**src/source/rv32_pkg.sv**
```systemverilog
package rv32_pkg;

  // Instruction bits 6 to 2
  typedef enum logic [4:0] {
    OPC_LOAD   = 5'b00000,
    OPC_FENCE  = 5'b00011,
    OPC_OP_IMM = 5'b00100,
    OPC_AUIPC  = 5'b00101,
    OPC_STORE  = 5'b01000,
    OPC_OP     = 5'b01100,
    OPC_LUI    = 5'b01101,
    OPC_BRANCH = 5'b11000,
    OPC_JALR   = 5'b11001,
    OPC_JAL    = 5'b11011,
    OPC_SYSTEM = 5'b11100
  } opcode_e;

  // Alternate bit on top of funct3
  typedef enum logic [3:0] {
    ALU_ADD  = 4'b0000,
    ALU_SUB  = 4'b1000,
    ALU_SLL  = 4'b0001,
    ALU_SLT  = 4'b0010,
    ALU_SLTU = 4'b0011,
    ALU_XOR  = 4'b0100,
    ALU_SRL  = 4'b0101,
    ALU_SRA  = 4'b1101,
    ALU_OR   = 4'b0110,
    ALU_AND  = 4'b0111
  } alu_op_e;

  typedef enum logic [1:0] {
    PATH_ALU = 2'd0,
    PATH_MEM = 2'd1,
    PATH_MUL = 2'd2
  } path_e;

  typedef struct packed {
    logic        valid;
    alu_op_e     alu_op;
    path_e       path;
    logic [2:0]  funct3;      // Branch condition, mul variant or access size
    logic [4:0]  rs1;
    logic [4:0]  rs2;
    logic [4:0]  rd;
    logic [31:0] imm;         // JAL and AUIPC already hold pc plus offset
    logic        imm_valid;
    logic [31:0] pc;
    logic [31:0] link_data;
    logic        is_branch;
    logic        is_jal;
    logic        is_jalr;
    logic        is_link;
    logic        mem_write;
    logic        mret;
    logic        ras_push;
    logic        ras_pop;
  } dec_bundle_t;

  typedef struct packed {
    logic        wb_valid;
    logic [4:0]  wb_rd;
    logic [31:0] wb_data;
    logic        redirect;
    logic [31:0] redirect_pc;
    logic        mispredict;
    logic        mem_req;
    logic        mem_write;
    logic [31:0] mem_addr;
    logic [31:0] mem_wdata;
    logic [2:0]  mem_size;
  } exec_out_t;

endpackage

```
**src/source/rv32_decode.sv**
```systemverilog
`timescale 1ns/1ns

module rv32_decode
  import rv32_pkg::*;
#(
  parameter int XLEN = 32
)
(
  input  logic            clk_i,
  input  logic            rst_n_i,
  input  logic [XLEN-1:0] instr_i,
  input  logic [XLEN-1:0] pc_i,
  input  logic            valid_i,
  input  logic            clear_i,
  output dec_bundle_t     dec_o
);

  typedef enum logic [2:0] {
    FMT_NONE,
    FMT_R,
    FMT_I,
    FMT_S,
    FMT_U,
    FMT_B,
    FMT_J
  } fmt_e;

  localparam logic [4:0] LINK_REG     = 5'd1;
  localparam logic [4:0] LINK_REG_ALT = 5'd5;

  opcode_e         opc;
  fmt_e            fmt;
  logic [2:0]      funct3;
  logic [6:0]      funct7;
  logic [4:0]      rd;
  logic [4:0]      rs1;
  logic [4:0]      rs2;
  logic [XLEN-1:0] i_imm;
  logic [XLEN-1:0] s_imm;
  logic [XLEN-1:0] b_imm;
  logic [XLEN-1:0] u_imm;
  logic [XLEN-1:0] j_imm;
  logic            rd_link;
  logic            rs1_link;
  logic            is_call;
  logic            is_ret;
  logic            is_mret;
  dec_bundle_t     dec_d;

  assign opc    = opcode_e'(instr_i[6:2]);
  assign funct3 = instr_i[14:12];
  assign funct7 = instr_i[31:25];
  assign rd     = instr_i[11:7];
  assign rs1    = instr_i[19:15];
  assign rs2    = instr_i[24:20];

  assign i_imm = {{(XLEN-12){instr_i[31]}}, instr_i[31:20]};
  assign s_imm = {{(XLEN-12){instr_i[31]}}, instr_i[31:25], instr_i[11:7]};
  assign b_imm = {{(XLEN-13){instr_i[31]}}, instr_i[31], instr_i[7], instr_i[30:25],
                  instr_i[11:8], 1'b0};
  assign u_imm = {instr_i[31:12], 12'b0};
  assign j_imm = {{(XLEN-21){instr_i[31]}}, instr_i[31], instr_i[19:12], instr_i[20],
                  instr_i[30:21], 1'b0};

  // Return stack hints, x1 and x5 count as link registers
  assign rd_link  = (rd == LINK_REG) | (rd == LINK_REG_ALT);
  assign rs1_link = (rs1 == LINK_REG) | (rs1 == LINK_REG_ALT);
  assign is_call  = rd_link & ((opc == OPC_JAL) | (opc == OPC_JALR));
  assign is_ret   = rs1_link & (opc == OPC_JALR);

  assign is_mret = (instr_i[31:20] == 12'h302) & (funct3 == 3'b000);

  always_comb
  begin
    case (opc)
      OPC_OP:                                     fmt = FMT_R;
      OPC_LOAD, OPC_OP_IMM, OPC_JALR, OPC_SYSTEM: fmt = FMT_I;
      OPC_STORE:                                  fmt = FMT_S;
      OPC_AUIPC, OPC_LUI:                         fmt = FMT_U;
      OPC_BRANCH:                                 fmt = FMT_B;
      OPC_JAL:                                    fmt = FMT_J;
      default:                                    fmt = FMT_NONE; // FENCE and unknown
    endcase
  end

  always_comb
  begin
    dec_d           = '0;
    dec_d.valid     = 1'b1;
    dec_d.alu_op    = ALU_ADD;
    dec_d.path      = PATH_ALU;
    dec_d.funct3    = funct3;
    dec_d.pc        = pc_i;
    dec_d.link_data = pc_i + 32'd4;
    dec_d.ras_push  = is_call;
    dec_d.ras_pop   = is_ret & ~(is_call & (rd == rs1)); // Same reg means push only
    case (fmt)
      FMT_R:
      begin
        dec_d.rs1    = rs1;
        dec_d.rs2    = rs2;
        dec_d.rd     = rd;
        dec_d.alu_op = alu_op_e'({funct7[5], funct3});
        dec_d.path   = funct7[0] ? PATH_MUL : PATH_ALU;
      end
      FMT_I:
      begin
        dec_d.rs1       = rs1;
        dec_d.rd        = rd;
        dec_d.imm       = i_imm;
        dec_d.imm_valid = 1'b1;
        case (opc)
          OPC_LOAD:   dec_d.path = PATH_MEM;
          OPC_OP_IMM: dec_d.alu_op = alu_op_e'({funct7[5] & (funct3 == 3'b101), funct3});
          OPC_JALR:
          begin
            dec_d.is_jalr = 1'b1;
            dec_d.is_link = 1'b1;
          end
          default:
          begin
            // SYSTEM, only MRET does anything
            dec_d.rs1  = '0;
            dec_d.rd   = '0;
            dec_d.mret = is_mret;
          end
        endcase
      end
      FMT_S:
      begin
        dec_d.rs1       = rs1;
        dec_d.rs2       = rs2;
        dec_d.imm       = s_imm;
        dec_d.imm_valid = 1'b1;
        dec_d.path      = PATH_MEM;
        dec_d.mem_write = 1'b1;
      end
      FMT_U:
      begin
        dec_d.rd        = rd;
        dec_d.imm       = (opc == OPC_AUIPC) ? u_imm + pc_i : u_imm; // x0 + imm in the ALU
        dec_d.imm_valid = 1'b1;
      end
      FMT_B:
      begin
        dec_d.rs1       = rs1;
        dec_d.rs2       = rs2;
        dec_d.imm       = b_imm;
        dec_d.is_branch = 1'b1;
      end
      FMT_J:
      begin
        dec_d.rd      = rd;
        dec_d.imm     = pc_i + j_imm; // Jump target
        dec_d.is_jal  = 1'b1;
        dec_d.is_link = 1'b1;
      end
      default:
      begin
        dec_d.ras_push = 1'b0;
        dec_d.ras_pop  = 1'b0;
      end
    endcase
  end

  always_ff @(posedge clk_i)
  begin
    if (!rst_n_i)
      dec_o <= '0;
    else if (clear_i || !valid_i)
      dec_o.valid <= 1'b0; // Flush drops the incoming instruction
    else
      dec_o <= dec_d;
  end

endmodule

```
**config.mk**
```make
export PLATFORM = sky130hd
export DESIGN_NAME = rv32_decode
export DESIGN_NICKNAME = d
export VERILOG_FILES = /design/src/source/rv32_pkg.sv /design/src/source/rv32_decode.sv
export SDC_FILE = /design/constraint.sdc
export NUM_CORES = 1
export LEC_CHECK = 0
export ABC_AREA = 1
export BUFFER_PORTS_ARGS = -buffer_cell sky130_fd_sc_hd__clkbuf_2
export CAP_MARGIN = 20
export CORE_AREA = 8 8 128 190
export DETAILED_ROUTE_END_ITERATION = 16
export DIE_AREA = 0 0 136 198
export PLACE_DENSITY = 0.78
export SETUP_SLACK_MARGIN = 0.02
export SYNTH_ARGS = -nofsm -noshare
export SYNTH_HDL_FRONTEND = slang
export SYNTH_SLANG_ARGS = --single-unit
export TNS_END_PERCENT = 5
```
**constraint.sdc**
```tcl
create_clock -name clk_i -period 2.3 [get_ports clk_i]
set_input_delay 0.23 -clock clk_i [delete_from_list [all_inputs] [get_ports clk_i]]
set_output_delay 0.23 -clock clk_i [all_outputs]
set_load 0.01 [all_outputs]
```
Yosys cells after proc, flatten, opt, wreduce, memory -nomap -nowiden:

Memories as Yosys holds them, arrays and structs flattened.
Index checks and enable logic that the tools add are counted.

* muxes and demuxes: 23
* eq/ne operators: 17
* bitwise gates (word level): 10
* $add $sub $neg: 3
* reduce and logical (&&, ||, !) cells: 9

Operator list (count)
* case mux 32 bit (5 select lines): 1
* adder 32 bit: 2
* adder 32 x 3 -> 32 bit, second input constant: 1
* 2-to-1 mux 32 bit: 1
* == test 5 x 3 -> 1 bit, second input constant: 4
* case mux 5 bit (2 select lines): 2
* 2-to-1 mux 5 bit: 3
* == test 12 x 10 -> 1 bit, second input constant: 1
* == test 3 bit, second input constant: 4
* OR reduction 3 bit: 4
* == test 5 x 1 -> 1 bit, second input constant: 2
* == test 5 bit, second input constant: 2
* 2-to-1 mux 1 bit: 9
* case mux 4 bit (2 select lines): 1
* bitwise AND 1 bit: 6
* == test 3 x 2 -> 1 bit, second input constant: 2
* 2-to-1 mux 2 bit: 3
* case mux 2 bit (3 select lines): 1
* OR reduction 6 bit: 1
* == test 5 bit: 1
* logical NOT 5 bit: 1
* 2-to-1 mux 4 bit: 1
* == test 3 x 1 -> 1 bit, second input constant: 1
* logical NOT 3 bit: 1
* 5 further kinds: 7

* memory bits (read-only): 96
* output and inout bits: 130
* logic and storage cells: 82
* register bits after elaboration: 130
* memories: 1

Memories
* (no name shown): depth 32, bits a word 3, rd ports 1, clocked after Yosys merged registers in 0, write ports 0, line rv32_decode.sv:75 `case (opc)`

Depth between registers and ports, before layout:

* word-level depth: 7
* gate-level depth with buffers: 15
* mapped depth without buffers: 15

Worst setup path before layout:

Ideal clock, no wire load.

* path type: input -> register
* from: input port instr_i[12]
* to: register dec_o[93] (netlist name)
* arrival: 1789 ps
* path slack: 375 ps
* stages on the path: 12
* path through: ha_1 -> fa_1 -> nand2_1 -> nand3_1 -> nand2_1 -> nand2_1 -> inv_1 -> nor2_1 -> o21ai_0 -> nand3_2 -> nand2_2 -> a21oi_2

* word-level cells in the longest chain between the ends: 3

Ends and longest elaborated chain
* start, declared: line rv32_decode.sv:11 `input logic [XLEN-1:0] instr_i,`
* adder 32 bit: line rv32_decode.sv:141 `dec_d.imm = (opc == OPC_AUIPC) ? u_imm + pc_i : u_imm;`
* 2-to-1 mux 32 bit: line rv32_decode.sv:141
* case mux 32 bit (5 select lines) *: line rv32_decode.sv:97 `case (fmt)`
* end, declared: line rv32_decode.sv:15 `output dec_bundle_t dec_o`

Mark *: on every way between the ends. The rest lies on a longest branch, timed or not.
A chain may end at the register's enable or synchronous reset.

Worst setup path in the final report:

* from: input port instr_i[25]
* to: register dec_o[84] (netlist name)

* word-level cells in the longest chain between the ends: 2

Ends and longest elaborated chain
* adder 32 bit: line rv32_decode.sv:154 `dec_d.imm = pc_i + j_imm;`
* case mux 32 bit (5 select lines): line rv32_decode.sv:97

No other way between the ends.

==> summary.txt <==
status - completed
Leak Pwr - 6.59 nW
total power - 6.93 mW
FFs w/ async S/R, synth - 0%
Via density - 5.39
pin count of the biggest net entering global routing - 121
share of cells above drive strength 1 - 23.7%
Synth Warn # - 0
Mapped Cells - 1595
Initial Util - 44.5%
fraction of synthesized area in multiplexers - 0%
number of global-route vias before repair - 11700
Worst Hold Class - primary input to flop
Total Wirelength - 41.1 mm
Die Ht - 198 um
Syn Nets - 1710
R2R Setup Slk - 1510 ps
Fill cells - 2140
reg2reg path depth - 4
Slowest cell on crit path - o21ai_0
hold path start - instr_i[11]
H-tree levels - 4
drt drc - 0
cell seen most often among critical-path stages - nand2_1
most used flip-flop cell after synthesis - dfxtp_1
Seq cells post-synth - 128
post-synthesis xor/xnor area fraction - 1.56%
Fin. Hold Viols - 0
CP Cell Sequence - clkbuf_2 > ha_1 > nand2_1 > nor2_1 > nand2_1 > nand3_1 > nand2_1 > nand2_1 > o21ai_0 > nand3_1 > nand2_1 > a21oi_1
Root Buffer - clkbuf_16
IO Port Bufs - 195
Most flops, register - dec_o
Critical R2R Launch - dec_o[26]
hpwl dp - 33.2 mm
Max Clock Freq - 0.514 GHz
Rows - 66
Synth Area in Simple Gates - 40.1%
CP Max Fanout - 4
clk_lat worst skew - 430 ps
routed len/inst - 18.6 um
worst slack, placed - -13.4 ps
die width - 136 um
Setup Viol. Count Final - 0
Critical Path RT - 2620 ps
core outline area - 21500 um2
sum of negative setup slack - 0 ps
antenna violations before repair - 1
max reg flops - 128
hold_ws - 95.5 ps
Layout area overhead - 31.4%
Post-CTS Resized - 0
highest ir drop seen on vdd - 0.000562 V
final core utilization - 58.5%
adder-cell share of the synthesized area - 6.31%
pwr dens - 552 nW/um2
Netlist cell types - 47
Cell Area, Synth - 9550 um2
CTS tree - built
die area - 26900 um2
worst hold stages - 3
worst setup margin - 353 ps
hold_buf cts - 0
CP peak stage delay - 460 ps
drt first pass iters - 6
number of flops mapped to enable cells by yosys - 0
post-route ant nets - 0
crit end category - flop
fin nets - 2046
number of CTS-inserted buffers - 17
synthesized area per cell - 5.99 um2
critical path startpoint - instr_i[25]
multi-input logic area - 5930 um2
register area - 2560 um2
Top Registers - dec_o (128)
Max Cap Viol - 0
GRT Total Usage - 30.5%
CTS Sinks - 128
CP arrival - 2270 ps
Vias - 11900
register area share after synthesis - 26.8%
GRT overflow - 0
RSZ-0062 raised after global routing - false
post-CTS setup buffer count - 0
Compound-Gate Fraction of Synth Area - 14.0%
minimum clock period - 1950 ps
Clock Tree Buf Depth - 2
Clock Pin Slew Worst Setup and Hold Paths - 60 ps
Final period util - 84.7%
slew margin rel. - 61.9%
first-pass GRT wire length - 63.0 mm
max-slew violations - 0
GPL Wtd Cong - 1.13
num ports - 198
crit path kind - primary input to flop
skew final - 0 ps
drt initial violations - 895
CP Launch Type - primary input
largest family of logic cells by synthesized area - simple AND/OR/NAND/NOR gates
Worst-Margin Slew - 570 ps
## critical path, delay by kind of cell
family / cells / cell delay (ps)
AO/OA/AOI/OAI: 2 / 520
adder cells (fa/ha/maj): 1 / 360
buffers and inverters: 1 / 130
AND/OR/NAND/NOR: 8 / 1020
## stage by stage
| step | instance area (um2) | cells |
|---|---|---|
| finish | 12600 | 2217 |
| global route | 12600 | 2217 |
| CTS | 12600 | 2216 |
| detailed placement | 12000 | 2184 |
| global placement | 12000 | 2184 |
| floorplan | 9550 | 1595 |
## logic make-up after synthesis
logic type,count (synthesis)
xor gates and xnor gates,17
AOI/OAI and AO/OA,238
adders and majority gates,47
DFF,128
and+or+nand+nor,894
buffers and inverters,271
## cells in the final DEF (no fill, tap or decap), types with 3 or more instances in the layout
cell / count
nand2_1: 498
inv_1: 210
clkbuf_2: 195
buf_4: 169
nor2_1: 166
nand3_1: 130
dfxtp_1: 128
a21oi_1: 123
o21ai_0: 67
ha_1: 45
nand4_1: 23
nor3_1: 23
clkbuf_16: 17
o211ai_1: 13
nand3_2: 13
nand2_2: 12
a21oi_2: 11
xor2_1: 9
nor4_1: 8
xnor2_1: 8
inv_2: 6
o21bai_1: 6
clkinvlp_4: 6
or2_2: 5
a211oi_1: 5
nand3b_1: 5
clkinv_2: 4
buf_12: 4
inv_4: 3
nor2_2: 3
## synthesized netlist by cell type, types with 11 or more instances
master    number  area share, %
nand2_1      498             20
inv_1        212            8.3
nor2_1       167            6.6
nand3_1      130            6.8
dfxtp_1      128             27
a21oi_1      123            6.4
o21ai_0       67            3.5
ha_1          45            5.9
clkbuf_1      34            1.3
nand4_1       23            1.5
nor3_1        23            1.2
nand3_2       13            1.4
o211ai_1      13            1.0
nand2_2       12           0.79
a21oi_2       11            1.0
## layout make-up
cell class	instances	share of cell area [%]
Antenna cell	1	0.0199
Clock buffer	19	3.61
Clock inverter	13	0.897
Inverter	220	6.64
Multi-Input combinational cell	1196	47.2
Sequential cell	128	20.4
Tap cell	272	2.71
Timing Repair Buffer	368	18.5
## report_power, final
part / leakage (nW) / internal, mW / total [mW] / switching (mW)
clock: 0.264 / 1.54 / 2.62 / 1.08
sequential: 1.04 / 2.31 / 2.36 / 0.0511
combinational: 5.29 / 0.736 / 1.95 / 1.21
total: 6.59 / 4.58 / 6.93 / 2.35
## final timing paths
path	end
setup / recovery	dec_o[84]
hold / removal	dec_o[109]
setup reg to reg	dec_o[26]
hold reg to reg	dec_o[113]
## layer usage
metal  share of wire [%]  track usage (%)  vias to the layer above  wire [um]
met4                 8.0             23.1                        0       3270
met3                 7.6             6.52                      156       3140
met2                  48             51.6                      531      19700
li1                    -                -                     5805          -
met1                  37             32.5                     5451      15000
met5                   0                0                        -          0
Note: power is estimated with default switching activity, not from simulation.
