## src/source/rv32_pkg.sv

```systemverilog
package rv32_pkg;

  // Instruction bits 6 to 2
  typedef enum logic [4:0] {
    OPC_LOAD   = 5'b00000,
    OPC_FENCE  = 5'b00011,
    OPC_OP_IMM = 5'b00100,
    OPC_AUIPC  = 5'b00101,
    OPC_STORE  = 5'b01000,
    OPC_OP     = 5'b01100,
    OPC_LUI    = 5'b01101,
    OPC_BRANCH = 5'b11000,
    OPC_JALR   = 5'b11001,
    OPC_JAL    = 5'b11011,
    OPC_SYSTEM = 5'b11100
  } opcode_e;

  // Alternate bit on top of funct3
  typedef enum logic [3:0] {
    ALU_ADD  = 4'b0000,
    ALU_SUB  = 4'b1000,
    ALU_SLL  = 4'b0001,
    ALU_SLT  = 4'b0010,
    ALU_SLTU = 4'b0011,
    ALU_XOR  = 4'b0100,
    ALU_SRL  = 4'b0101,
    ALU_SRA  = 4'b1101,
    ALU_OR   = 4'b0110,
    ALU_AND  = 4'b0111
  } alu_op_e;

  typedef enum logic [1:0] {
    PATH_ALU = 2'd0,
    PATH_MEM = 2'd1,
    PATH_MUL = 2'd2
  } path_e;

  typedef struct packed {
    logic        valid;
    alu_op_e     alu_op;
    path_e       path;
    logic [2:0]  funct3;      // Branch condition, mul variant or access size
    logic [4:0]  rs1;
    logic [4:0]  rs2;
    logic [4:0]  rd;
    logic [31:0] imm;         // JAL and AUIPC already hold pc plus offset
    logic        imm_valid;
    logic [31:0] pc;
    logic [31:0] link_data;
    logic        is_branch;
    logic        is_jal;
    logic        is_jalr;
    logic        is_link;
    logic        mem_write;
    logic        mret;
    logic        ras_push;
    logic        ras_pop;
  } dec_bundle_t;

  typedef struct packed {
    logic        wb_valid;
    logic [4:0]  wb_rd;
    logic [31:0] wb_data;
    logic        redirect;
    logic [31:0] redirect_pc;
    logic        mispredict;
    logic        mem_req;
    logic        mem_write;
    logic [31:0] mem_addr;
    logic [31:0] mem_wdata;
    logic [2:0]  mem_size;
  } exec_out_t;

endpackage

```

## src/source/rv32_execute.sv

```systemverilog
`timescale 1ns/1ns

module rv32_execute
  import rv32_pkg::*;
#(
  parameter int XLEN = 32
)
(
  input  logic            clk_i,
  input  logic            rst_n_i,
  input  dec_bundle_t     dec_i,
  output logic [4:0]      rs1_addr_o,
  output logic [4:0]      rs2_addr_o,
  input  logic [XLEN-1:0] rs1_data_i,
  input  logic [XLEN-1:0] rs2_data_i,
  output logic            rf_we_o,
  output logic [4:0]      rf_waddr_o,
  output logic [XLEN-1:0] rf_wdata_o,
  output logic            ras_push_o,
  output logic            ras_pop_o,
  output logic [XLEN-1:0] ras_data_o,
  input  logic [XLEN-1:0] ras_top_i,
  input  logic [XLEN-1:0] uepc_i,
  output exec_out_t       result_o
);

  logic [XLEN-1:0]          op_a;
  logic [XLEN-1:0]          op_b;
  logic [4:0]               shamt;
  logic [XLEN-1:0]          alu_res;
  logic                     mul_a_signed;
  logic                     mul_b_signed;
  logic signed [XLEN:0]     mul_a;
  logic signed [XLEN:0]     mul_b;
  logic signed [2*XLEN+1:0] mul_full;
  logic [XLEN-1:0]          mul_res;
  logic                     br_eq;
  logic                     br_lt;
  logic                     br_ltu;
  logic                     br_taken;
  logic [XLEN-1:0]          jalr_target;
  logic                     mispredict;
  exec_out_t                res_d;

  assign rs1_addr_o = dec_i.rs1;
  assign rs2_addr_o = dec_i.rs2;

  assign op_a  = rs1_data_i;
  assign op_b  = dec_i.imm_valid ? dec_i.imm : rs2_data_i;
  assign shamt = op_b[4:0];

  always_comb
  begin
    case (dec_i.alu_op)
      ALU_SUB:  alu_res = op_a - op_b;
      ALU_SLL:  alu_res = op_a << shamt;
      ALU_SLT:  alu_res = {{(XLEN-1){1'b0}}, $signed(op_a) < $signed(op_b)};
      ALU_SLTU: alu_res = {{(XLEN-1){1'b0}}, op_a < op_b};
      ALU_XOR:  alu_res = op_a ^ op_b;
      ALU_SRL:  alu_res = op_a >> shamt;
      ALU_SRA:  alu_res = $signed(op_a) >>> shamt;
      ALU_OR:   alu_res = op_a | op_b;
      ALU_AND:  alu_res = op_a & op_b;
      default:  alu_res = op_a + op_b; // ADD, also LUI and AUIPC through x0
    endcase
  end

  // One extra bit per operand covers all four signedness mixes
  assign mul_a_signed = (dec_i.funct3[1:0] != 2'b11);
  assign mul_b_signed = (dec_i.funct3[1:0] == 2'b01);
  assign mul_a    = {mul_a_signed & op_a[XLEN-1], op_a};
  assign mul_b    = {mul_b_signed & op_b[XLEN-1], op_b};
  assign mul_full = mul_a * mul_b;
  assign mul_res  = (dec_i.funct3 == 3'b000) ? mul_full[XLEN-1:0] : mul_full[2*XLEN-1:XLEN];

  assign br_eq  = (rs1_data_i == rs2_data_i);
  assign br_lt  = ($signed(rs1_data_i) < $signed(rs2_data_i));
  assign br_ltu = (rs1_data_i < rs2_data_i);

  always_comb
  begin
    case (dec_i.funct3)
      3'b000:  br_taken = br_eq;
      3'b001:  br_taken = !br_eq;
      3'b100:  br_taken = br_lt;
      3'b101:  br_taken = !br_lt;
      3'b110:  br_taken = br_ltu;
      3'b111:  br_taken = !br_ltu;
      default: br_taken = 1'b0;
    endcase
  end

  assign jalr_target = (rs1_data_i + dec_i.imm) & ~{{(XLEN-1){1'b0}}, 1'b1};
  assign mispredict  = dec_i.is_jalr & (ras_top_i != jalr_target);

  assign ras_push_o = dec_i.valid & dec_i.ras_push;
  assign ras_pop_o  = dec_i.valid & dec_i.ras_pop;
  assign ras_data_o = dec_i.link_data;

  always_comb
  begin
    res_d = '0;
    if (dec_i.valid)
    begin
      res_d.wb_valid = (dec_i.rd != 5'd0) && (dec_i.path != PATH_MEM); // Loads never return
      res_d.wb_rd    = dec_i.rd;
      if (dec_i.is_link)
        res_d.wb_data = dec_i.link_data;
      else if (dec_i.path == PATH_MUL)
        res_d.wb_data = mul_res;
      else
        res_d.wb_data = alu_res;

      if (dec_i.mret)
        res_d.redirect_pc = uepc_i;
      else if (dec_i.is_jal)
        res_d.redirect_pc = dec_i.imm;
      else if (dec_i.is_jalr)
        res_d.redirect_pc = jalr_target;
      else
        res_d.redirect_pc = dec_i.pc + dec_i.imm; // Branch target
      res_d.redirect   = dec_i.mret | dec_i.is_jal | mispredict | (dec_i.is_branch & br_taken);
      res_d.mispredict = mispredict;

      res_d.mem_req   = (dec_i.path == PATH_MEM);
      res_d.mem_write = dec_i.mem_write;
      res_d.mem_addr  = rs1_data_i + dec_i.imm;
      res_d.mem_wdata = rs2_data_i;
      res_d.mem_size  = dec_i.funct3;
    end
  end

  // Write lands on the same edge that registers result_o
  assign rf_we_o    = res_d.wb_valid;
  assign rf_waddr_o = res_d.wb_rd;
  assign rf_wdata_o = res_d.wb_data;

  always_ff @(posedge clk_i)
  begin
    if (!rst_n_i)
      result_o <= '0;
    else
      result_o <= res_d;
  end

endmodule

```

## config.mk

```make
export PLATFORM = sky130hd
export DESIGN_NAME = rv32_execute
export DESIGN_NICKNAME = d
export VERILOG_FILES = /design/src/source/rv32_pkg.sv /design/src/source/rv32_execute.sv
export SDC_FILE = /design/constraint.sdc
export NUM_CORES = 2
export LEC_CHECK = 0
export CAP_MARGIN = 20
export CELL_PAD_IN_SITES_DETAIL_PLACEMENT = 1
export CELL_PAD_IN_SITES_GLOBAL_PLACEMENT = 2
export CORE_MARGIN = 2
export CORE_UTILIZATION = 41
export CTS_BUF_LIST = sky130_fd_sc_hd__clkbuf_16
export CTS_CLUSTER_SIZE = 12
export DETAILED_ROUTE_END_ITERATION = 10
export DONT_BUFFER_PORTS = 1
export PLACE_DENSITY = 0.87
export SLEW_MARGIN = 10
export SYNTH_ARGS = -nofsm -noshare
export SYNTH_HDL_FRONTEND = slang
export SYNTH_SLANG_ARGS = --single-unit
export TNS_END_PERCENT = 1
```

## constraint.sdc

```tcl
create_clock -name clk_i -period 17.32 [get_ports clk_i]
set_input_delay 2.598 -clock clk_i [delete_from_list [all_inputs] [get_ports clk_i]]
set_output_delay 2.598 -clock clk_i [all_outputs]
set_load 0.05 [all_outputs]
```

# Word-level counts from Yosys, hierarchy flattened

Cells that the tools add are included.

Bits in registers: 141
Input port bits: 260
Word-level logic and storage cells: 73

Add/subtract/negate cells: 4
Multipliers: 1
Order comparisons: 4
Equality and inequality tests: 21
Shift operators: 3
Muxes and demuxes: 10
Bitwise gates (word level): 12
Reduce and logical (&&, ||, !) cells: 7

Operators by type and width:

| operator             | count |
|---|---|
| $pmux W32 S9         | 1 |
| $mux W32             | 7 |
| $mux W141            | 1 |
| $lt A32 B32 Y1       | 4 |
| $add A32 B32 Y32     | 3 |
| $mul A33 B33 Y64     | 1 |
| $and A32 B32 Y32     | 1 |
| $eq A32 B32 Y1       | 1 |
| $ne A32 B32 Y1       | 1 |
| $or A32 B32 Y32      | 1 |
| $shl A32 B5 Y32      | 1 |
| $shr A32 B5 Y32      | 1 |
| $sshr A32 B5 Y32     | 1 |
| $sub A32 B32 Y32     | 1 |
| $xor A32 B32 Y32     | 1 |
| $eq A4 B3 Y1 const B | 4 |
| $eq A3 B3 Y1 const B | 4 |
| $eq A4 B2 Y1 const B | 2 |
| $eq A4 B4 Y1 const B | 2 |
| $and A1 B1 Y1        | 6 |
| $pmux W1 S6          | 1 |
| $reduce_bool A5 Y1   | 1 |
| $eq A2 B1 Y1 const B | 2 |
| $eq A4 B1 Y1 const B | 1 |
| other kinds (9)      | 13 |

# Longest topological paths before layout

Depth after elaboration: 7
Depth in mapped cells: 38
Mapped depth without buffers: 32

# Worst setup path after synthesis

Ideal clock, no wire load.

Path type: in2out
Start point: in dec_i[72] (netlist name)
End point: out rf_wdata_o[12]
Arrival: 13,692 ps
Setup slack: 1,030 ps
Cell stages on the path: 34
Path buffers: 7
Cells stage by stage: buf_4 mux2i_4 buf_2 buf_1 clkbuf_1 buf_1 buf_1 clkbuf_1 nor2_1 fa_1 inv_1 fa_1 inv_1 fa_1 inv_1 fa_1 fa_1 inv_1 fa_1 fa_1 inv_1 fa_1 inv_1 ha_1 nand2_1 o21a_1 o21ai_0 nor2b_1 a21boi_0 o21ba_2 o41ai_1 xor2_1 a2111oi_0 a2111oi_0

Longest elaborated chain between the ends: 7

RTL lines:

| item             | RTL line            | source |
|---|---|---|
| from (decl)      | rv32_execute.sv:11  | `input dec_bundle_t dec_i,` |
| $mux W32 (*)     | rv32_execute.sv:49  | `assign op_b = dec_i.imm_valid ? dec_i.imm : rs2_data_i;` |
| $and A1 B1 Y1    | rv32_execute.sv:72  | `assign mul_b = {mul_b_signed & op_b[XLEN-1], op_b};` |
| $mul A33 B33 Y64 | rv32_execute.sv:73  | `assign mul_full = mul_a * mul_b;` |
| $mux W32         | rv32_execute.sv:74  | `assign mul_res = (dec_i.funct3 == 3'b000) ? mul_full[XLEN-1:0] : mul_full[2*XLEN-1:XLEN];` |
| $mux W32 (*)     | rv32_execute.sv:109 | `else if (dec_i.path == PATH_MUL)` |
| $mux W32 (*)     | rv32_execute.sv:107 | `if (dec_i.is_link)` |
| $mux W141 (*)    | rv32_execute.sv:103 | `if (dec_i.valid)` |
| to (decl)        | rv32_execute.sv:18  | `output logic [XLEN-1:0] rf_wdata_o,` |

Every way passes the cells marked *; elsewhere a longest branch is shown, timed or not.

# Worst setup path in the final report

Start point: in dec_i[72] (netlist name)
End point: out rf_wdata_o[28]

Same word-level chain as after synthesis.

==> flow_summary.ini <==
[run_status]
status = finished clean

[floorplan]
placement_rows = 136
top_level_ports = 483
die_area_um2 = 141100
core_area_um2 = 137300
initial_utilization_pct = 41.24
die_h_um = 375.6
dieWidth_um = 375.6

[synth]
synth_top_flop_cell = sky130_fd_sc_hd__dfxtp_1
synth.avg_cell_area_um2 = 8.183
synth_top_family_by_area = adder cells
post_synth_edffs = 0
syn_nets = 8715
asyncSetResetFlopFracSynth_pct = 0
post_synth_mux_area_share_pct = 3.146
synth_area_um2 = 56630
synth_sequential_area_ratio_pct = 4.985
adder_cell_share_of_the_synthesized_area_pct = 48.89
yosys.area_share.xor_xnor_pct = 2.903
yosys.cell_types.count = 90
post_synth_inst_count = 6920
simple_gate_portion_of_the_synthesized_area_pct = 15.62
synth-compound-area-share_pct = 12.60
synth_seq_cells = 141
yosys_warnings = 0

[layout]
registers_with_the_most_flip_flops = result_o: 141 flops
largest_register_ff_count = 141
layout_commonest_cell = sky130_fd_sc_hd__inv_1
fillerInstances = 16440
largest_register = result_o
area_growth_syn_to_layout_pct = 3.909
highest_count_cells_in_the_layout_ignoring_fill_and_taps = 1268 x sky130_fd_sc_hd__inv_1, 1128 x sky130_fd_sc_hd__fa_1, 946 x sky130_fd_sc_hd__nand2_1, 727 x sky130_fd_sc_hd__nor2_1, 406 x sky130_fd_sc_hd__ha_1
fraction_of_final_layout_cells_sized_beyond_drive_strength_1_pct = 4.133
layout.nets = 8411

[placement]
dp.final_hpwl_um = 221700
place.gp.congestion = 1.070
port_buffers = 0

[clock_network]
cts_made_buffers = 17
count_of_instances_resized_after_the_clock_tree_is_built = 0
clock_tree_from_tritoncts = done
post_cts_hold_buffer_count = 0
clkSinkCount = 141
postCtsSetupBuffers = 0
cts.htree.levels = 4
clk_tree_root_cell = sky130_fd_sc_hd__clkbuf_16
clock_tree.buffer_depth = 2
worst_setup_hold_path_clk_slew_ns = 0.08

[setup_path]
worst_path_max_delay_cell = sky130_fd_sc_hd__fa_1
crit_family = adder cells
slowest_stage_delay_on_critical_path_ns = 1.15
worst-endpoint-required_ns = 14.72
timing.critical_path.buf_inv = 11
crit_path_start_kind = primary input
crit_arrival_ns = 13.24
worstSetupPathType = primary input to output port
cp-end-kind = output port
crit_path_max_fanout = 64

[grt]
grt_start_max_net_pins = 65
grt.met3_usage_pct = 10.36
busiest_grt_layer = met2
grt_use_total_pct = 39.96
initial_antenna_violation_count = 19
grtUsageMet2_pct = 61.52
grt_use_met1_pct = 50.45
grt_overflow = 0
global_route_wire_length_before_repair_um = 404500
first_global_vias = 56020

[timing]
finalSetupViolCount = 0
rsz0062_at_grt = no
tightest_slew_ns = 1.400
fin_crit_sh_pct = 91.46
final_period_minus_worst_setup_slack_ns = 15.84
slew_headroom_pct = 5.461
max_clock_freq_mhz = 63.13
totalNegativeSetupSlack_ns = 0
report.final.hold_viol_count = 0
final_max_slew_viol_count = 0

[run]
max-cap-violations = 0

[drt]
route.detailed.vias_per_inst = 6.212
wire_length_per_cell_after_detailed_routing_um = 33.49
drt-initial-drc-count = 5424
first_pass_iters = 5
detail_route.wirelength_um = 282400
drtAntennaViolNets = 0
remaining_drc_errors = 0
via_count = 52380

[hold_path]
hold_path.class = primary input to register
-- path summary, 6_finish.rpt --
| kind | startpoint | to | slack, ns | cells after the start |
|---|---|---|---|---|
| worst min-delay path | rst_n_i | result_o[126]$_SDFF_PN0_ | 2.25 | 1 |
| worst max-delay path | dec_i[72] | rf_wdata_o[28] | 1.48 | 34 |
-- Yosys cell counts, types with 12 or more instances --
library cell,instances,area [µm²]
sky130_fd_sc_hd__inv_1,1271,4771
sky130_fd_sc_hd__fa_1,1129,22600
sky130_fd_sc_hd__nand2_1,947,3555
sky130_fd_sc_hd__nor2_1,729,2736
sky130_fd_sc_hd__ha_1,406,5080
sky130_fd_sc_hd__clkbuf_1,336,1261
sky130_fd_sc_hd__a21oi_1,290,1451
sky130_fd_sc_hd__o21ai_0,204,1021
sky130_fd_sc_hd__dfxtp_1,141,2823
sky130_fd_sc_hd__xnor2_1,122,1069
sky130_fd_sc_hd__a21o_1,109,818.3
sky130_fd_sc_hd__mux2i_1,97,970.9
sky130_fd_sc_hd__nand3_1,76,380.4
sky130_fd_sc_hd__nor3_1,70,350.3
sky130_fd_sc_hd__xor2_1,56,490.5
sky130_fd_sc_hd__a211oi_1,54,405.4
sky130_fd_sc_hd__buf_1,50,187.7
sky130_fd_sc_hd__a31oi_1,48,300.3
sky130_fd_sc_hd__and2_1,47,294.0
sky130_fd_sc_hd__and3_1,45,281.5
sky130_fd_sc_hd__nand2b_1,45,281.5
sky130_fd_sc_hd__buf_4,44,330.3
sky130_fd_sc_hd__nand4_1,40,250.2
sky130_fd_sc_hd__o211ai_1,39,292.8
sky130_fd_sc_hd__o21a_1,39,292.8
sky130_fd_sc_hd__nor2b_1,31,193.9
sky130_fd_sc_hd__mux4_2,30,675.7
sky130_fd_sc_hd__a221oi_1,27,236.5
sky130_fd_sc_hd__o21bai_1,27,202.7
sky130_fd_sc_hd__o221ai_1,23,201.4
sky130_fd_sc_hd__or3_1,23,143.9
sky130_fd_sc_hd__o31ai_1,22,165.2
sky130_fd_sc_hd__clkinv_1,20,75.07
sky130_fd_sc_hd__o22ai_1,16,100.1
sky130_fd_sc_hd__a2111oi_0,13,113.9
sky130_fd_sc_hd__a211o_1,12,105.1
sky130_fd_sc_hd__a22oi_1,12,90.09
-- per-layer routing --
metal / wire length, µm / vias to the layer above / share of wire (%)
li1: - / 21100 / -
met4: 20690 / 12 / 7.3
met1: 108500 / 27380 / 38
met3: 29580 / 911 / 10
met5: 184 / - / 0.065
met2: 123400 / 2973 / 44
-- layout make-up --
| class | instances | area (µm²) | share of cell area, % |
|---|---|---|---|
| Multi-Input combinational cell | 5038 | 47360 | 80.49 |
| Inverter | 1299 | 4876 | 8.287 |
| Clock buffer | 17 | 425.4 | 0.7230 |
| Clock inverter | 15 | 153.9 | 0.2616 |
| Tap cell | 1794 | 2245 | 3.815 |
| Timing Repair Buffer | 119 | 930.9 | 1.582 |
| Sequential cell | 141 | 2823 | 4.797 |
| Antenna cell | 10 | 25.02 | 0.04253 |
-- logic make-up after synthesis --
kind of cell / count (synthesis)
adder cells (fa/ha/maj): 1535
multiplexers: 138
XOR/XNOR: 182
AO/OA/AOI/OAI: 1080
flip-flops: 141
AND/OR/NAND/NOR: 2103
buffers and inverters: 1741
-- stage by stage --
stage          cell area, µm²  hold WS, ns  cells  util [%]  worst slack [ns]
2_1_floorplan           56630        2.715   6920         -             1.030
3_3_place_gp            58140        2.718   8384     42.34             1.825
4_1_cts                 58750        2.233   8418     42.78             1.565
3_5_place_dp            58170        2.726   8386     42.36             1.576
5_1_grt                 58830        2.235   8429     42.84             1.259
6_report                58840        2.251   8433     42.85             1.479
Power is left out: the tool's default activity adds up to more than one toggle a clock period on the data nets, which glitch-free logic cannot reach.
