--- config.mk ---
export PLATFORM = sky130hd
export DESIGN_NAME = rv32_ras
export DESIGN_NICKNAME = d
export VERILOG_FILES = /design/src/source/rv32_ras.sv
export SDC_FILE = /design/constraint.sdc
export NUM_CORES = 1
export LEC_CHECK = 0
export BUFFER_PORTS_ARGS = -buffer_cell sky130_fd_sc_hd__clkbuf_2
export CAP_MARGIN = 30
export CORE_MARGIN = 5
export CORE_UTILIZATION = 55
export CTS_CLUSTER_SIZE = 20
export DETAILED_ROUTE_END_ITERATION = 16
export PLACE_DENSITY = 0.76
export SYNTH_ARGS = -nofsm -noshare
export SYNTH_HDL_FRONTEND = slang
export SYNTH_SLANG_ARGS = --single-unit
--- constraint.sdc ---
create_clock -name clk_i -period 4.5 [get_ports clk_i]
set_input_delay 0.45 -clock clk_i [delete_from_list [all_inputs] [get_ports clk_i]]
set_output_delay 0.45 -clock clk_i [all_outputs]
set_load 0.01 [all_outputs]
--- src/source/rv32_ras.sv ---
`timescale 1ns/1ns

module rv32_ras #(
  parameter int XLEN      = 32,
  parameter int RAS_DEPTH = 4
)
(
  input  logic            clk_i,
  input  logic            rst_n_i,
  input  logic            push_i,
  input  logic            pop_i,
  input  logic [XLEN-1:0] push_data_i,
  output logic [XLEN-1:0] top_o
);

  localparam int PTR_W = (RAS_DEPTH > 1) ? $clog2(RAS_DEPTH) : 1;

  logic [XLEN-1:0]  stack [RAS_DEPTH];
  logic [PTR_W-1:0] top_q;   // Index of current top
  logic [PTR_W:0]   count_q; // Valid entries, saturates at depth
  logic [PTR_W-1:0] top_inc;
  logic [PTR_W-1:0] top_dec;

  // Circular wrap, a push when full lands on the oldest entry
  assign top_inc = (top_q == PTR_W'(RAS_DEPTH - 1)) ? '0 : top_q + 1'b1;
  assign top_dec = (top_q == '0) ? PTR_W'(RAS_DEPTH - 1) : top_q - 1'b1;

  assign top_o = (count_q == '0) ? '0 : stack[top_q];

  always_ff @(posedge clk_i)
  begin
    if (!rst_n_i)
    begin
      top_q   <= '0;
      count_q <= '0;
    end
    else if (push_i && pop_i)
    begin
      stack[top_q] <= push_data_i; // Replace top
      if (count_q == '0)
        count_q <= 1'b1;
    end
    else if (push_i)
    begin
      stack[top_inc] <= push_data_i;
      top_q          <= top_inc;
      if (count_q != (PTR_W+1)'(RAS_DEPTH))
        count_q <= count_q + 1'b1;
    end
    else if (pop_i && (count_q != '0))
    begin
      top_q   <= top_dec;
      count_q <= count_q - 1'b1;
    end
  end

endmodule

# Word level (Yosys, flattened, before mapping)
# Memory sizes are Yosys's and may differ from the RTL's. A register that Yosys moved wholly into a read port is not among the register bits.
# Cells that the tools add are included.
# totals
reg_bits	5
word_cells	44
output_inout_bits	32
ram_bits	128
mem_count	1
input_bits	36
# classes
n_eq_ne	4
bitwise	1
add_sub_neg	4
n_reduce_logical	10
n_mux	22
# mem_list
name	words	width	read_ports	rd_clocked_by_memory_dff	write_ports	line_no	source
stack	4	32	1	1	1	18	logic [XLEN-1:0] stack [RAS_DEPTH];
# op_table
op	n
$mux W32	2
$reduce_or A32 Y1	1
$mux W3	5
$mux W2	7
$mux W1	8
$reduce_bool A3 Y1	2
$add A3 B1 Y3 const B	1
$logic_not A3 Y1	1
$ne A3 B1 Y1 const B	1
$ne A3 B3 Y1 const B	1
$reduce_and A3 Y1	1
$sub A3 B1 Y3 const B	1
$add A2 B1 Y2 const B	1
$eq A2 B2 Y1 const B	1
$logic_and A1 B1 Y1	2
$logic_not A2 Y1	1
$ne A2 B1 Y1 const B	1
$reduce_and A2 Y1	1
$reduce_bool A2 Y1	1
$sub A2 B1 Y2 const B	1
$not A1 Y1	1

# Logic depth before layout (Yosys ltp)
# Gate-level depths: netlist (run 1).
# logic_depth
depth_word	6
ltp_mapped	7
ltp_nobuf	6

# Least setup slack after synthesis (run 1)
# No wires, ideal clock.
# synth_timing
kind	reg-to-reg
from	reg top_q[0]
to	mem stack[2][0] (enable)
required_time_ns	4.068
path_buffers	1
slack_ns	1.244
stages_incl_launch_ff	7
t_arrival_ns	2.825
setup_ns	0.432
period_less_slack_ns	3.256
cell_sequence	dfxtp_1 clkbuf_1 inv_1 ha_1 nor2b_1 o21ai_0 a21oi_1
# synth_between
elab_chain_len	3
word_cells_on_any_way	4
cone_classes	1 x add/sub; 1 x eq/ne; 2 x mux
# synth_rtl
item	line_no	source
from (decl)	19	logic [PTR_W-1:0] top_q;
from (signal assigned)	46	top_q <= top_inc;
from (signal assigned)	52	top_q <= top_dec;
$add A2 B1 Y2 or $eq A2 B2 Y1 (tied branches)	25	assign top_inc = (top_q == PTR_W'(RAS_DEPTH - 1)) ? '0 : top_q + 1'b1;
$mux W2	25	
$mux W2 (no line) *	-	
to (decl)	18	
# Mark *: on every way between the ends. The rest lies on a longest branch, timed or not.

==> run summary, run 1 <==
outcome: complete, no violations
Root Buffer: clkbuf_8
core area: 9640 µm²
die height: 109 µm
Total Routed Length: 9730 µm
CTS Sinks: 135
largest delay contributor family on the critical path: buffers and inverters
CP Capture Type: output pin
worst r2r src: top_q[0]
footprint of the multi-input gates: 1310 µm²
crit path cell chain: buf_12 > buf_4 > mux4_2 > nor2b_1 > clkbuf_2
most frequent cells in the layout: edfxtp_1, clkbuf_2, nor2b_1, mux4_2, clkbuf_16
GR Util All Layers: 0.181
Post-route DRC: 0
YS warnings: 0
CTS Hold Bufs: 0
critical path class: flop to output pin
Non-Filler Instances: 490
crit share post-route: 0.581
Worst-path clk slew: 0.06 ns
floorplan row count: 36
final hold viol count: 0
worst-margin pin slew: 0.842 ns
Inst Count DP: 458
Period minus WS final: 2.61 ns
WHS Path Cells: 1
Post-CTS Resized: 0
CP required: 4.05 ns
Syn Nets: 305
sequential area share after synthesis: 0.745
Die W: 109 µm
Achievable Freq: 383 MHz
H-Tree Depth: 4
worst r2r dst: stack[2][21]
router iterations before antenna repair: 4
initial drt markers: 156
Worst-Skew Late Latency: 0.52 ns
Layout area overhead: 21.9%
Post-Syn Instances: 266
Reg2Reg Depth: 6
average size of a mapped cell: 20.1 µm²
max-cap viol count: 0
Hold Path Origin: push_data_i[9]
Placer Congestion: 0.778
Slew HR: 0.438
largest net degree at the start of global routing: 37
DP Wirelength: 5810 µm
sum of buffers and inverters on the critical path: 3
CP peak stage delay: 0.51 ns
VDD IR max: 0.246 mV
Reg area: 3990 µm²
GRT overflow: 0
io pins: 68
clk_skew: 0.00896 ns
Hold EP: stack[1][9]
synth unique cells: 33
DR vias: 2711
routed len/inst: 19.8 µm
post-synthesis register bit count: 135
Initial Util: 0.555
critical path startpoint category: flop
DRT antenna net count: 0
worst-path maximum fanout: 25
setup TNS: 0 ns
Lkg Pwr: 2.22 nW
Arr. time, crit path: 2.16 ns
Num CTS Buffers: 17
layout cells sized above 1: 0.406
Port-buffer cells: 67
Tot Pwr: 0.00327 W
Power Dens Cells: 502 nW/µm²
initial antenna violation count: 0
Hold Path Class: input pin to flop
clock tree from TritonCTS: yes
Antenna Cells: 0
Setup-failing EPs final: 0
Max Slew Vio Count: 0
CTS Buffer Depth: 2
cell area after synthesis: 5350 µm²
global-route wire length before repair: 15100 µm
vias in the first global route: 2805
total die area: 11800 µm²
Vias/cell: 5.53
Post-layout nets: 384
R2R setup slack: 2.04 ns
commonest non-fill, non-tap cell in the layout: edfxtp_1
Post-CTS Repair Setup Buffers: 0
fill cell count: 635
RSZ-0062 raised after global routing: false
crit path max-delay cell type: mux4_2
-- worst reg2reg max path, delay by kind of cell, from the launching register on --
| kind | cells | cell delay [ns] |
|---|---|---|
| buffers and inverters | 2 | 0.57 |
| DFF | 1 | 0.49 |
| adders and majority gates | 1 | 0.40 |
| AOI/OAI and AO/OA | 2 | 0.36 |
| and+or+nand+nor | 1 | 0.25 |
-- power by group --
| part | switching (W) | leakage, nW | internal (W) |
|---|---|---|---|
| Sequential | 0.0000360 | 1.22 | 0.00143 |
| Combinational | 0.000205 | 0.702 | 0.000180 |
| Clock | 0.000515 | 0.297 | 0.000905 |
-- sequential cells by signal, indices dropped and copies added (netlist names), named ones only --
register  flops
top_q         2
stack       128
count_q       3
-- cell families (layout without fill, tap and decap cells) --
group	after synthesis	count (layout)	synth area share
xor gates and xnor gates	3	3	0.00491
and+or+nand+nor	56	56	0.0597
adders and majority gates	3	3	0.00842
DFF	135	135	0.745
buffers and inverters	17	108	0.0187
AOI/OAI and AO/OA	20	20	0.0288
muxes	32	32	0.135
-- metrics by stage --
step | worst slack [ns] | util | hold WS (ns) | area, µm²
detailed placement | 1.91 | 0.611 | 0.584 | 5890
global route | 1.73 | 0.676 | 0.113 | 6520
finish | 1.89 | 0.676 | 0.143 | 6520
global placement | 1.90 | 0.604 | 0.565 | 5830
CTS | 1.32 | 0.674 | 0.115 | 6500
floorplan | 1.24 | - | 0.511 | 5350
-- worst max-delay path by stage --
stage	start	to	depth (start not counted)
6_report	flop	top_o[25]	5
5_1_grt	flop	top_o[7]	5
4_1_cts	flop	top_o[25]	4
3_5_place_dp	flop	top_o[25]	4
3_3_place_gp	flop	top_o[25]	4
2_1_floorplan	top_q[0]	stack[2][0]	6
-- layer usage --
layer  track usage  up-vias  wire (µm)
li1              -     1230          -
met1         0.216     1385       3830
met2         0.296       85       5160
met3        0.0675       11        611
met4        0.0803        0        124
met5             0        -          0
-- cell usage after synthesis --
master,instances,area share
a21boi_1,5,0.0070
a21oi_1,2,0.0019
a32oi_1,2,0.0033
and2_1,1,0.0012
and3_1,1,0.0012
buf_2,5,0.0047
buf_6,4,0.0084
clkbuf_1,5,0.0035
dfxtp_1,7,0.026
edfxtp_1,128,0.72
fa_1,1,0.0037
ha_1,2,0.0047
inv_1,3,0.0021
mux4_2,32,0.13
nand2_1,5,0.0035
nand2b_1,1,0.0012
nand3_1,1,0.00093
nor2_1,9,0.0063
nor2_2,1,0.0012
nor2b_1,33,0.039
nor3_1,1,0.00093
nor3_2,1,0.0019
nor3b_1,1,0.0014
o21a_1,1,0.0014
o21ai_0,2,0.0019
o21ai_1,1,0.00093
o221a_2,1,0.0021
o22ai_1,1,0.0012
o311ai_0,1,0.0016
o32a_1,4,0.0075
or4_1,1,0.0014
xnor2_1,2,0.0033
xor2_1,1,0.0016
-- final cells by class --
cell class,instances,area share
multi-input cells,114,0.200
clock buffers,18,0.0641
repair buffers,74,0.0672
well taps,133,0.0255
inverters,3,0.00173
clock inverters,13,0.0298
flip-flops and latches,135,0.612
Note: power is estimated with default switching activity, not from simulation.
==> inputs of run 2 (changes only) <==
- CORE_UTILIZATION: 55 -> 52
- clock period: 4.5 -> 2.1 ns (I/O delays scaled with it)
==> run 2 against run 1 <==
Global-route usage shrank 0.37 points. Via count grew 7.5%. First-iteration DRC count grew 41%. Die area grew 5.2%. Core utilization grew 1.1 points. Non-clock buffer count grew 44. Highest routed layer unchanged. Sequential cell count is the same. Cell area grew 7.4%. The run now ends with setup timing left. Register-to-register slack lost 1.9 ns.
==> run summary, run 2 (synthesized netlist as in run 1, its figures left out) <==
outcome: complete, but fails checks
failing checks: setup timing
GR Util All Layers: 0.177
hold slack: 0.0404 ns
Total Routed Length: 10700 µm
Hold Path Class: input pin to flop
final hold viol count: 0
CTS Sinks: 135
Vias/cell: 5.42
critical path class: flop to output pin
Die W: 111 µm
worst-path maximum fanout: 6
Post-route DRC: 0
layout cells sized above 1: 0.400
core area: 10200 µm²
H-Tree Depth: 4
setup TNS: -0.0795 ns
Worst-path clk slew: 0.06 ns
Slew HR: 0.662
routed len/inst: 19.9 µm
GRT overflow: 0
Period minus WS final: 2.13 ns
floorplan row count: 37
commonest non-fill, non-tap cell in the layout: edfxtp_1
clk_skew: 0.00779 ns
Non-Filler Instances: 538
Largest regs: stack: 128 flops, count_q: 3 flops, top_q: 2 flops
Achievable Freq: 470 MHz
router iterations before antenna repair: 4
global-route wire length before repair: 16600 µm
Antenna Cells: 0
clock tree from TritonCTS: yes
CP Capture Type: output pin
RSZ-0062 raised after global routing: true
max reg flops: 128
Post-layout nets: 428
Lkg Pwr: 2.43 nW
total die area: 12400 µm²
crit path max-delay cell type: mux4_2
initial drt markers: 220
fin worst setup slack: -0.0277 ns
Setup-failing EPs final: 7
Initial Util: 0.525
DRT antenna net count: 0
Inst Count DP: 470
io pins: 68
Power Dens Cells: 1000 nW/µm²
initial antenna violation count: 0
crit path cell chain: clkbuf_16 > mux4_2 > nor2b_2 > clkbuf_2
VDD IR max: 0.794 mV
most frequent cells in the layout: edfxtp_1, clkbuf_2, mux4_2, dlygate4sd3_1, nor2b_1
Root Buffer: clkbuf_8
Num CTS Buffers: 17
Port-buffer cells: 67
DP Wirelength: 5920 µm
CP required: 1.89 ns
Max Slew Vio Count: 0
Layout area overhead: 30.9%
Worst-Skew Late Latency: 0.51 ns
pre-CTS setup slack: 0.253 ns
Arr. time, crit path: 1.92 ns
largest net degree at the start of global routing: 33
crit share post-route: 1.01
Placer Congestion: 0.751
worst-margin pin slew: 0.501 ns
die height: 111 µm
Tot Pwr: 0.00703 W
DR vias: 2914
max-cap viol count: 0
largest register by flop count: stack
CTS Buffer Depth: 2
critical path startpoint category: flop
vias in the first global route: 3075
CP peak stage delay: 0.50 ns
run 2: area by class of cell:
cell class / count / area (µm²)
clock buffers: 17 / 414
clock inverters: 15 / 165
fillers: 634 / 3180
inverters: 3 / 11.3
multi-input cells: 114 / 1340
flip-flops and latches: 135 / 3990
well taps: 136 / 170
repair buffers: 118 / 918
run 2: critical path, delay by kind of cell (launching register included):
kind	cells	cell delay [ns]
buf+inv	2	0.31
flops	1	0.43
mux	1	0.50
simple gates	1	0.17
run 2: power breakdown:
| part | total (W) | internal [W] | switching [W] |
|---|---|---|---|
| logic | 0.00105 | 0.000519 | 0.000532 |
| clock network | 0.00287 | 0.00172 | 0.00115 |
| registers | 0.00311 | 0.00306 | 0.0000513 |
| total | 0.00703 | 0.00530 | 0.00173 |
run 2: through the flow:
stage / utilization / instance area, µm²
after detailed placement: 0.589 / 6000
final: 0.688 / 7000
after global routing: 0.688 / 7000
after global placement: 0.589 / 6000
after floorplan: - / 5400
after CTS: 0.682 / 6940
run 2: final timing paths:
| check | slack [ns] | depth (start not counted) | end | startpoint |
|---|---|---|---|---|
| setup / recovery | -0.03 | 4 | top_o[26] | flop |
| hold reg to reg | 0.57 | 2 | count_q[0] | count_q[0] |
| setup reg to reg | 0.12 | 6 | stack[2][9] | top_q[1] |
| hold / removal | 0.04 | 2 | count_q[1] | rst_n_i |
run 2: routing by layer:
layer	vias to the layer above	global-route usage	wire [µm]
li1	1330	-	-
met1	1469	0.220	4310
met2	105	0.305	5690
met3	10	0.0527	617
met4	0	0.0503	106
met5	-	0	0
run 2: timing repair:
action	in CTS	in global routing
endpoints found under the hold margin	128	0
pin swaps	1	0
setup endpoints to repair	32	32
gates resized for setup	3	10
buffers inserted	2	0
cloned	1	1
hold buffers	32	0
==> inputs of run 3 (changes only) <==
- CORE_ASPECT_RATIO: default -> 1.2
==> run 3 against run 2 <==
Combinational power shrank 13%. Maximum frequency increased by 6.6%. Critical path depth stayed put. The run now ends clean. Worst setup slack better by 0.13 ns. Via count fell by 4.2%. First-iteration DRC count decreased by 25%. Global-route usage is 0.071 points lower.
==> run summary, run 3 (synthesized netlist as in run 1, its figures left out) <==
layout cells sized above 1: 0.412
Setup-failing EPs final: 0
Placer Congestion: 0.717
CP peak stage delay: 0.51 ns
max-cap viol count: 0
Worst-path clk slew: 0.05 ns
critical path class: flop to output pin
Tot Pwr: 0.00682 W
outcome: complete, no violations
final hold viol count: 0
Largest regs: stack: 128 flops, count_q: 3 flops, top_q: 2 flops
largest delay contributor family on the critical path: multiplexers
worst r2r src: top_q[1]
Non-Filler Instances: 500
crit path cell chain: buf_12 > mux4_2 > nor2b_1 > clkbuf_2
Hold EP: stack[3][29]
CTS Sinks: 135
router iterations before antenna repair: 4
Num CTS Buffers: 17
Post-CTS Repair Setup Buffers: 0
Internal Power: 0.00523 W
Lkg Pwr: 2.29 nW
Power Dens Cells: 1020 nW/µm²
worst-margin pin slew: 0.446 ns
global-route wire length before repair: 15800 µm
Reg2Reg Depth: 6
CTS Buffer Depth: 2
Layout area overhead: 24.6%
most frequent cells in the layout: edfxtp_1, clkbuf_2, nor2b_1, mux4_2, clkbuf_16
sum of buffers and inverters on the critical path: 2
Root Buffer: clkbuf_16
Max Slew Vio Count: 0
RSZ-0062 raised after global routing: false
Vias/cell: 5.58
Inst Count DP: 460
WHS Path Cells: 1
DRT antenna net count: 0
floorplan row count: 40
H-Tree Depth: 4
VDD IR max: 0.739 mV
die height: 121 µm
Post-layout nets: 400
DP Wirelength: 6460 µm
setup TNS: 0 ns
sequential power share: 0.459
worst r2r dst: stack[3][0]
GRT overflow: 0
commonest non-fill, non-tap cell in the layout: edfxtp_1
initial antenna violation count: 0
combinational power share: 0.133
vias in the first global route: 2902
Psw: 0.00159 W
Worst-Skew Late Latency: 0.42 ns
Net Sw Frac: 0.233
Die W: 103 µm
total die area: 12400 µm²
crit path max-delay cell type: mux4_2
Reg area: 3990 µm²
footprint of the multi-input gates: 1320 µm²
CP required: 1.89 ns
max reg flops: 128
Hold Path Origin: push_data_i[29]
Total Routed Length: 10100 µm
Post-route DRC: 0
critical path startpoint category: flop
Achievable Freq: 501 MHz
io pins: 68
Slew HR: 0.699
routed len/inst: 20.2 µm
DR vias: 2791
largest register by flop count: stack
power share of the clock group: 0.408
Hold Path Class: input pin to flop
clk_skew: 0.0109 ns
CP Capture Type: output pin
GR Util All Layers: 0.177
Port-buffer cells: 67
worst-path maximum fanout: 11
fill cell count: 667
initial drt markers: 165
largest net degree at the start of global routing: 28
Initial Util: 0.532
Period minus WS final: 2.00 ns
Antenna Cells: 0
clock tree from TritonCTS: yes
core area: 10100 µm²
R2R setup slack: 0.18 ns
crit share post-route: 0.950
Arr. time, crit path: 1.79 ns
## run 3: power groups by stage
stage	clock network, W	logic (W)	registers [W]
after floorplan	0	0.000567	0.00315
after detailed placement	0	0.000890	0.00318
final	0.00278	0.000910	0.00313
after global routing	0.00296	0.000991	0.00314
after CTS	0.00283	0.000910	0.00313
after global placement	0	0.000870	0.00317
## run 3: timing repair
action	CTS	global route
resized for setup	1	6
hold endpoints to repair	26	0
gates cloned	0	1
endpoints found under the setup margin	3	73
hold buffers	7	0
## run 3: area by class of cell
| class | count | area share |
|---|---|---|
| tap | 126 | 0.0237 |
| sequential | 135 | 0.599 |
| timing repair buffer | 90 | 0.0933 |
| multi-input combinational | 114 | 0.198 |
| clock buffer | 18 | 0.0644 |
| clock inverter | 14 | 0.0199 |
| inverter | 3 | 0.00169 |
## run 3: worst max path at each step
stage,start,end,slack [ns],cells past startpoint
floorplan,top_q[0],stack[2][0],0.002,6
global placement,top_q[0],stack[3][7],0.20,6
detailed placement,top_q[0],stack[3][7],0.08,6
CTS,flop,top_o[15],0.01,4
global route,flop,top_o[29],0.02,4
finish,flop,top_o[15],0.10,4
## run 3: worst reg2reg max path: cells and delay by family, from the launching register on
family	cells	cell delay [ns]
AOI/OAI and AO/OA	1	0.12
DFF	1	0.42
buffers and inverters	2	0.34
and+or+nand+nor	2	0.42
adders and majority gates	1	0.30
## run 3: through the flow
stage | hold slack [ns] | cell area [µm²] | setup slack (ns) | util
after global placement | 0.425 | 5980 | 0.196 | 0.595
final | 0.0182 | 6660 | 0.105 | 0.662
after floorplan | 0.309 | 5400 | 0.00152 | -
after CTS | 0.000531 | 6620 | 0.0117 | 0.658
after global routing | 0.0102 | 6660 | 0.0161 | 0.662
after detailed placement | 0.435 | 5980 | 0.0763 | 0.595
## run 3: routing by layer
metal  global-route usage  vias up  part of all wire
met5                    0        -                 0
met4               0.0640        0             0.011
met3               0.0569       14             0.055
met2                0.289      100              0.53
met1                0.219     1411              0.40
li1                     -     1266                 -
